## src/agc_bank_map_pkg.sv

```systemverilog
// Bank translation types and constants
// Word, address and bank formats of the 15-bit guidance computer, the memory
// region map, the bank register selector and the translation structs

package agc_bank_map_pkg;

  // Machine formats
  typedef logic [14:0] word_t;
  typedef logic [11:0] soft_addr_t;
  typedef logic [13:0] rom_addr_t;
  typedef logic [10:0] ram_addr_t;
  typedef logic [2:0]  bank_t;

  // Software address map
  localparam soft_addr_t ROM_REGION_BASE = 12'o2000;
  localparam soft_addr_t FIXED_ROM_BASE  = 12'o4000;
  localparam soft_addr_t RAM_BANKED_BASE = 12'o1400;

  // Bank geometry in physical memory
  localparam rom_addr_t ROM_BANK_SIZE   = 14'o02000;
  localparam ram_addr_t RAM_BANK_SIZE   = 11'o0400;
  localparam ram_addr_t RAM_HIGH_OFFSET = 11'o2000;

  // Field positions inside the BB word
  localparam int unsigned EB_LSB = 9;
  localparam int unsigned FB_LSB = 12;

  // Wishbone register select, code 3 reads zero
  typedef enum logic [1:0] {
    BANK_EB = 2'd0,
    BANK_FB = 2'd1,
    BANK_BB = 2'd2
  } bank_sel_t;

  typedef struct packed {
    bank_t eb;
    bank_t fb;
  } bank_state_t;

  typedef struct packed {
    soft_addr_t fetch_addr;
    soft_addr_t read_addr;
    soft_addr_t write_addr;
    logic       write_en;
  } xlate_req_t;

  typedef struct packed {
    rom_addr_t fetch_rom;
    rom_addr_t read_rom;
    ram_addr_t read_ram;
    logic      read_is_rom;
    ram_addr_t write_ram;
    logic      write_en;
  } xlate_rsp_t;

endpackage

```

## src/bank_regs_wb.sv

```systemverilog
// Bank register file behind a Wishbone classic slave
// Holds the erasable and fixed bank numbers, takes partial-field writes by
// selector and returns the fields in their BB word positions

`timescale 1ns/1ps

module bank_regs_wb
  import agc_bank_map_pkg::*;
(
  input  logic        clk,
  input  logic        rst_l,
  input  logic        wb_cyc,
  input  logic        wb_stb,
  input  logic        wb_we,
  input  bank_sel_t   wb_adr,
  input  word_t       wb_wdata,
  output word_t       wb_rdata,
  output logic        wb_ack,
  output bank_state_t bank
);

  logic  access;
  word_t rd_word;
  bank_t wr_eb;
  bank_t wr_fb;

  // New transfer seen, ack not yet given
  assign access = wb_cyc & wb_stb & ~wb_ack;

  assign wr_eb = wb_wdata[EB_LSB +: $bits(bank_t)];
  assign wr_fb = wb_wdata[FB_LSB +: $bits(bank_t)];

  // Readback formatting, each selector shows only its own field
  always_comb begin
    rd_word = '0;
    case (wb_adr)
      BANK_EB: begin
        rd_word[EB_LSB +: $bits(bank_t)] = bank.eb;
      end
      BANK_FB: begin
        rd_word[FB_LSB +: $bits(bank_t)] = bank.fb;
      end
      BANK_BB: begin
        rd_word[EB_LSB +: $bits(bank_t)] = bank.eb;
        rd_word[FB_LSB +: $bits(bank_t)] = bank.fb;
      end
      default: begin
        rd_word = '0;
      end
    endcase
  end

  always_ff @(posedge clk or negedge rst_l) begin
    if (!rst_l) begin
      wb_ack <= 1'b0;
      bank   <= '0;
    end else begin
      wb_ack <= access;
      if (access && wb_we) begin
        case (wb_adr)
          BANK_EB: bank.eb <= wr_eb;
          BANK_FB: bank.fb <= wr_fb;
          BANK_BB: begin
            bank.eb <= wr_eb;
            bank.fb <= wr_fb;
          end
          default: begin
            // Unmapped select, write dropped
            bank <= bank;
          end
        endcase
      end
    end
  end

  // Read data captured with the ack edge, held while ack is high
  always_ff @(posedge clk) begin
    if (access) begin
      wb_rdata <= rd_word;
    end
  end

endmodule

```

## src/rom_bank_map.sv

```systemverilog
// Fixed memory address translation
// Maps a software address to a physical ROM address, either the fixed-fixed
// area or the bank selected by FB

`timescale 1ns/1ps

module rom_bank_map
  import agc_bank_map_pkg::*;
(
  input  soft_addr_t addr,
  input  bank_t      fb,
  output rom_addr_t  rom_addr
);

  logic      is_fixed;
  rom_addr_t bank_offset;
  rom_addr_t banked_addr;

  assign is_fixed = (addr >= FIXED_ROM_BASE);

  // Bank base lookup, avoids a multiplier
  always_comb begin
    case (fb)
      3'd0:    bank_offset = 14'o00000;
      3'd1:    bank_offset = 14'o02000;
      3'd2:    bank_offset = 14'o04000;
      3'd3:    bank_offset = 14'o06000;
      3'd4:    bank_offset = 14'o10000;
      3'd5:    bank_offset = 14'o12000;
      3'd6:    bank_offset = 14'o14000;
      default: bank_offset = 14'o16000;
    endcase
  end

  // Banked window starts one bank above the fixed-fixed area
  assign banked_addr = {2'b00, addr} + ROM_BANK_SIZE + bank_offset;

  assign rom_addr = is_fixed ? {2'b00, addr - FIXED_ROM_BASE} : banked_addr;

endmodule

```

## src/ram_bank_map.sv

```systemverilog
// Erasable memory address translation
// Maps a software address to a physical RAM address, passing the fixed area
// through and offsetting the banked window by EB

`timescale 1ns/1ps

module ram_bank_map
  import agc_bank_map_pkg::*;
(
  input  soft_addr_t addr,
  input  bank_t      eb,
  output ram_addr_t  ram_addr
);

  logic      is_fixed;
  ram_addr_t low_offset;
  ram_addr_t bank_offset;

  assign is_fixed = (addr < RAM_BANKED_BASE);

  // Low banks from EB bits 1..0
  always_comb begin
    case (eb[1:0])
      2'd0:    low_offset = '0;
      2'd1:    low_offset = RAM_BANK_SIZE;
      2'd2:    low_offset = RAM_BANK_SIZE << 1;
      default: low_offset = (RAM_BANK_SIZE << 1) + RAM_BANK_SIZE;
    endcase
  end

  // EB bit 2 overrides the low bank select
  assign bank_offset = eb[2] ? RAM_HIGH_OFFSET : low_offset;

  assign ram_addr = is_fixed ? addr[10:0] : addr[10:0] + bank_offset;

endmodule

```

## src/access_resolve.sv

```systemverilog
// Translation response stage
// Picks the ROM or RAM result for the read port, blocks writes into ROM and
// registers the combined response with its valid flag

`timescale 1ns/1ps

module access_resolve
  import agc_bank_map_pkg::*;
(
  input  logic       clk,
  input  logic       rst_l,
  input  logic       req_valid,
  input  xlate_req_t req,
  input  rom_addr_t  fetch_rom,
  input  rom_addr_t  read_rom,
  input  ram_addr_t  read_ram,
  input  ram_addr_t  write_ram,
  output logic       rsp_valid,
  output xlate_rsp_t rsp
);

  logic       read_in_rom;
  logic       write_in_ram;
  xlate_rsp_t rsp_next;

  assign read_in_rom  = (req.read_addr >= ROM_REGION_BASE);
  assign write_in_ram = (req.write_addr < ROM_REGION_BASE);

  always_comb begin
    rsp_next.fetch_rom   = fetch_rom;
    rsp_next.read_is_rom = read_in_rom;

    // Idle read port gets the lowest valid address of its memory
    if (read_in_rom) begin
      rsp_next.read_rom = read_rom;
      rsp_next.read_ram = '0;
    end else begin
      rsp_next.read_rom = {2'b00, ROM_REGION_BASE};
      rsp_next.read_ram = read_ram;
    end

    // RAM address always passed, enable only for the erasable region
    rsp_next.write_ram = write_ram;
    rsp_next.write_en  = req.write_en & write_in_ram;
  end

  always_ff @(posedge clk or negedge rst_l) begin
    if (!rst_l) begin
      rsp_valid <= 1'b0;
    end else begin
      rsp_valid <= req_valid;
    end
  end

  always_ff @(posedge clk) begin
    if (req_valid) begin
      rsp <= rsp_next;
    end
  end

endmodule

```

## src/agc_bank_map.sv

```systemverilog
// Memory bank translation unit
// Bank registers on a Wishbone port plus fetch, read and write address
// translation with one registered output stage

`timescale 1ns/1ps

module agc_bank_map
  import agc_bank_map_pkg::*;
(
  input  logic       clk,
  input  logic       rst_l,
  input  logic       wb_cyc,
  input  logic       wb_stb,
  input  logic       wb_we,
  input  bank_sel_t  wb_adr,
  input  word_t      wb_wdata,
  output word_t      wb_rdata,
  output logic       wb_ack,
  input  logic       req_valid,
  input  xlate_req_t req,
  output logic       rsp_valid,
  output xlate_rsp_t rsp
);

  bank_state_t bank;
  rom_addr_t   fetch_rom_addr;
  rom_addr_t   read_rom_addr;
  ram_addr_t   read_ram_addr;
  ram_addr_t   write_ram_addr;

  bank_regs_wb bank_regs (
    .clk      (clk),
    .rst_l    (rst_l),
    .wb_cyc   (wb_cyc),
    .wb_stb   (wb_stb),
    .wb_we    (wb_we),
    .wb_adr   (wb_adr),
    .wb_wdata (wb_wdata),
    .wb_rdata (wb_rdata),
    .wb_ack   (wb_ack),
    .bank     (bank)
  );

  // Instruction fetch always lands in ROM
  rom_bank_map fetch_rom (
    .addr     (req.fetch_addr),
    .fb       (bank.fb),
    .rom_addr (fetch_rom_addr)
  );

  // Data read translated both ways, resolver picks one
  rom_bank_map read_rom (
    .addr     (req.read_addr),
    .fb       (bank.fb),
    .rom_addr (read_rom_addr)
  );

  ram_bank_map read_ram (
    .addr     (req.read_addr),
    .eb       (bank.eb),
    .ram_addr (read_ram_addr)
  );

  ram_bank_map write_ram (
    .addr     (req.write_addr),
    .eb       (bank.eb),
    .ram_addr (write_ram_addr)
  );

  access_resolve resolve (
    .clk       (clk),
    .rst_l     (rst_l),
    .req_valid (req_valid),
    .req       (req),
    .fetch_rom (fetch_rom_addr),
    .read_rom  (read_rom_addr),
    .read_ram  (read_ram_addr),
    .write_ram (write_ram_addr),
    .rsp_valid (rsp_valid),
    .rsp       (rsp)
  );

endmodule

```

## config.mk

```make
export PLATFORM = sky130hd
export DESIGN_NAME = agc_bank_map
export DESIGN_NICKNAME = d
export VERILOG_FILES = /design/src/agc_bank_map_pkg.sv /design/src/bank_regs_wb.sv /design/src/rom_bank_map.sv /design/src/ram_bank_map.sv /design/src/access_resolve.sv /design/src/agc_bank_map.sv
export SDC_FILE = /design/constraint.sdc
export NUM_CORES = 1
export LEC_CHECK = 0
export ABC_AREA = 1
export ABC_CLOCK_PERIOD_IN_PS = 2070
export BUFFER_PORTS_ARGS = -buffer_cell sky130_fd_sc_hd__clkbuf_2
export CORE_MARGIN = 3
export CORE_UTILIZATION = 34
export DETAILED_ROUTE_END_ITERATION = 8
export SLEW_MARGIN = 15
export SYNTH_ARGS = -nofsm -noshare
export SYNTH_HDL_FRONTEND = slang
export SYNTH_SLANG_ARGS = --single-unit
```

## constraint.sdc

```tcl
create_clock -name clk -period 2.07 [get_ports clk]
set_input_delay 0.621 -clock clk [delete_from_list [all_inputs] [get_ports clk]]
set_output_delay 0.621 -clock clk [all_outputs]
set_load 0.05 [all_outputs]
```

==> impl_metrics.json <==
{
  "status": "finished clean",
  "dpl_worst_slack_ns": 0.0189,
  "dieArea_um2": 9330,
  "maxCapViolCount": 0,
  "firstDrtPassIters": 4,
  "grt_max_degree": 54,
  "die_h_um": 96.6,
  "pwr_density_cell_nw_per_um2": 981,
  "antenna_found_initial": 0,
  "portBuffers": 110,
  "min_period_ns": 1.76,
  "clkSinkCount": 66,
  "avgSynthCellArea_um2": 12.6,
  "worstPathArrival_ns": 1.84,
  "layout_commonest_cell": "clkbuf_2",
  "initial_core_util_pct": 35.6,
  "cpLargestDelayFamily": "adder cells",
  "setup_viol": 0,
  "ys_seq_area_share_pct": 69.6,
  "p_leak_nw": 1.79,
  "ys_types": 26,
  "synth_ff_type": "edfxtp_1",
  "core_area_um2": 7850,
  "cts_made_buffers": 9,
  "grt_overflow": 0,
  "layout_common_cells": "110 x clkbuf_2, 58 x edfxtp_1, 42 x inv_1",
  "clk_pin_slew_ns": 0.08,
  "yosys_register_bits": 66,
  "r2r_slack_ns": 0.31,
  "cp.required_ns": 2.15,
  "hp-class": "in2async",
  "multi_input_area_um2": 622,
  "ir_drop_mv": 0.335,
  "wirelength_um": 5540,
  "rsz0062_at_grt": "false",
  "seq_area_um2": 1940,
  "report.final.slew_viol_count": 0,
  "post_drt_wl_per_cell_um": 12.4,
  "grt_pass1_wl_um": 9360,
  "first_iter_violations": 53,
  "grt_pass1_vias": 1910,
  "ctsResizeCount": 0,
  "die_w_um": 96.6,
  "vias": 1895,
  "hold_buffers": 0,
  "post_cts_buffers": 0,
  "crit_chain": "nor2_1, ha_1, fa_1, o21ai_0, nor2_2",
  "netlist_instances": 221,
  "globalplace.congestion": 0.780,
  "syn_to_final_growth_pct": 30.1,
  "clk_latency_ns": 0.33,
  "dpl.hpwl_um": 4280,
  "synth_warnings": 0,
  "setup_slack_ns": 0.307,
  "detail_route.drc_violations": 0,
  "cts_tree": "yes",
  "cp.buffers_inverters": 0,
  "synthArstFlopShare_pct": 12.1,
  "rows": 32,
  "max_freq_mhz": 567,
  "fin_tns_setup_ns": 0,
  "viasPerCell": 4.25,
  "synth_area_um2": 2790,
  "grtUsageTotal_pct": 12.8,
  "start_kind": "register",
  "clock_skew_ns": 0.00858,
  "fin_nets": 413,
  "drive_above_1_share_pct": 39.2,
  "ant_nets": 0,
  "antenna_cells": 0,
  "num_io_pins": 129,
  "critPathSlowestCell": "dfrtp_1",
  "clock_path_buffers": 2,
  "fin_crit_sh_pct": 85.2,
  "htree_levels": 3,
  "fill_cells": 768,
  "slowest_delay_ns": 0.46,
  "criticalPathCategory": "reg2reg",
  "finalHoldViolCount": 0,
  "path_max_fanout": 6,
  "crit_path_end_kind": "register",
  "synth_edf_count": 58,
  "root_buffer": "clkbuf_8"
}
==> flip-flops by register name (all words and copies together), names as in the netlist <==
signal	count
resolve.rsp	52
bank_regs.wb_rdata	6
resolve.rsp_valid	1
bank_regs.wb_ack	1
bank_regs.bank	6
==> kinds of logic after synthesis <==
logic type / Yosys count / share of synthesized area (%)
compound gates: 7 / 1.39
fa+ha+maj: 14 / 7.35
buf+inv: 57 / 9.23
flops: 66 / 69.6
other cells: 1 / 0.134
simple gates: 76 / 12.3
==> where the power goes <==
group | switching (mW) | internal (mW)
sequential | 0.0635 | 1.60
combinational | 0.634 | 0.213
clock | 0.496 | 0.554
==> cell usage after synthesis, types with 2 or more instances <==
master / number / area share (%)
clkbuf_1: 2 / 0.27
nand3_1: 2 / 0.36
buf_4: 9 / 2.4
nand3_2: 2 / 0.72
fa_1: 4 / 2.9
nor2_1: 33 / 4.4
o21ai_0: 4 / 0.72
dfrtp_1: 8 / 7.2
inv_1: 42 / 5.6
nand2_1: 27 / 3.6
ha_1: 10 / 4.5
nand4_1: 7 / 1.6
edfxtp_1: 58 / 62
==> final timing paths <==
kind,startpoint,end,cells past startpoint
setup reg to reg,bank_regs.bank[5],resolve.rsp[22],5
min in group clk,req[4],resolve.rsp[4],1
setup / recovery,bank_regs.bank[5],resolve.rsp[22],5
max in group asynchronous,rst_l,bank_regs.bank[0],1
hold / removal,rst_l,bank_regs.bank[4],1
hold reg to reg,bank_regs.bank[3],bank_regs.bank[3],2
==> layout make-up <==
type | instances | area share (%)
Sequential cell | 66 | 53.5
Inverter | 43 | 4.45
Tap cell | 102 | 3.51
Clock inverter | 7 | 1.90
Clock buffer | 9 | 3.41
Timing Repair Buffer | 113 | 16.1
Multi-Input combinational cell | 106 | 17.1
==> routing by layer <==
metal,GRT usage [%],up-vias,wire (µm)
met1,16.0,848,2420
met4,6.16,0,77
li1,-,934,-
met2,19.4,105,2460
met3,5.19,8,588
met5,0,-,0
==> per-stage QoR <==
stage               instances  cell area [µm²]  power (mW)  util (%)  hold slack [ns]
global placement          430             3440        2.54      43.8            0.466
floorplan                 229             2820        2.33         -            0.325
CTS                       446             3630        3.62      46.3            0.102
finish                    446             3630        3.56      46.3            0.114
global route              446             3630        3.77      46.3            0.107
detailed placement        430             3440        2.56      43.8            0.468
No activity file was read; power rests on OpenSTA's default activity.
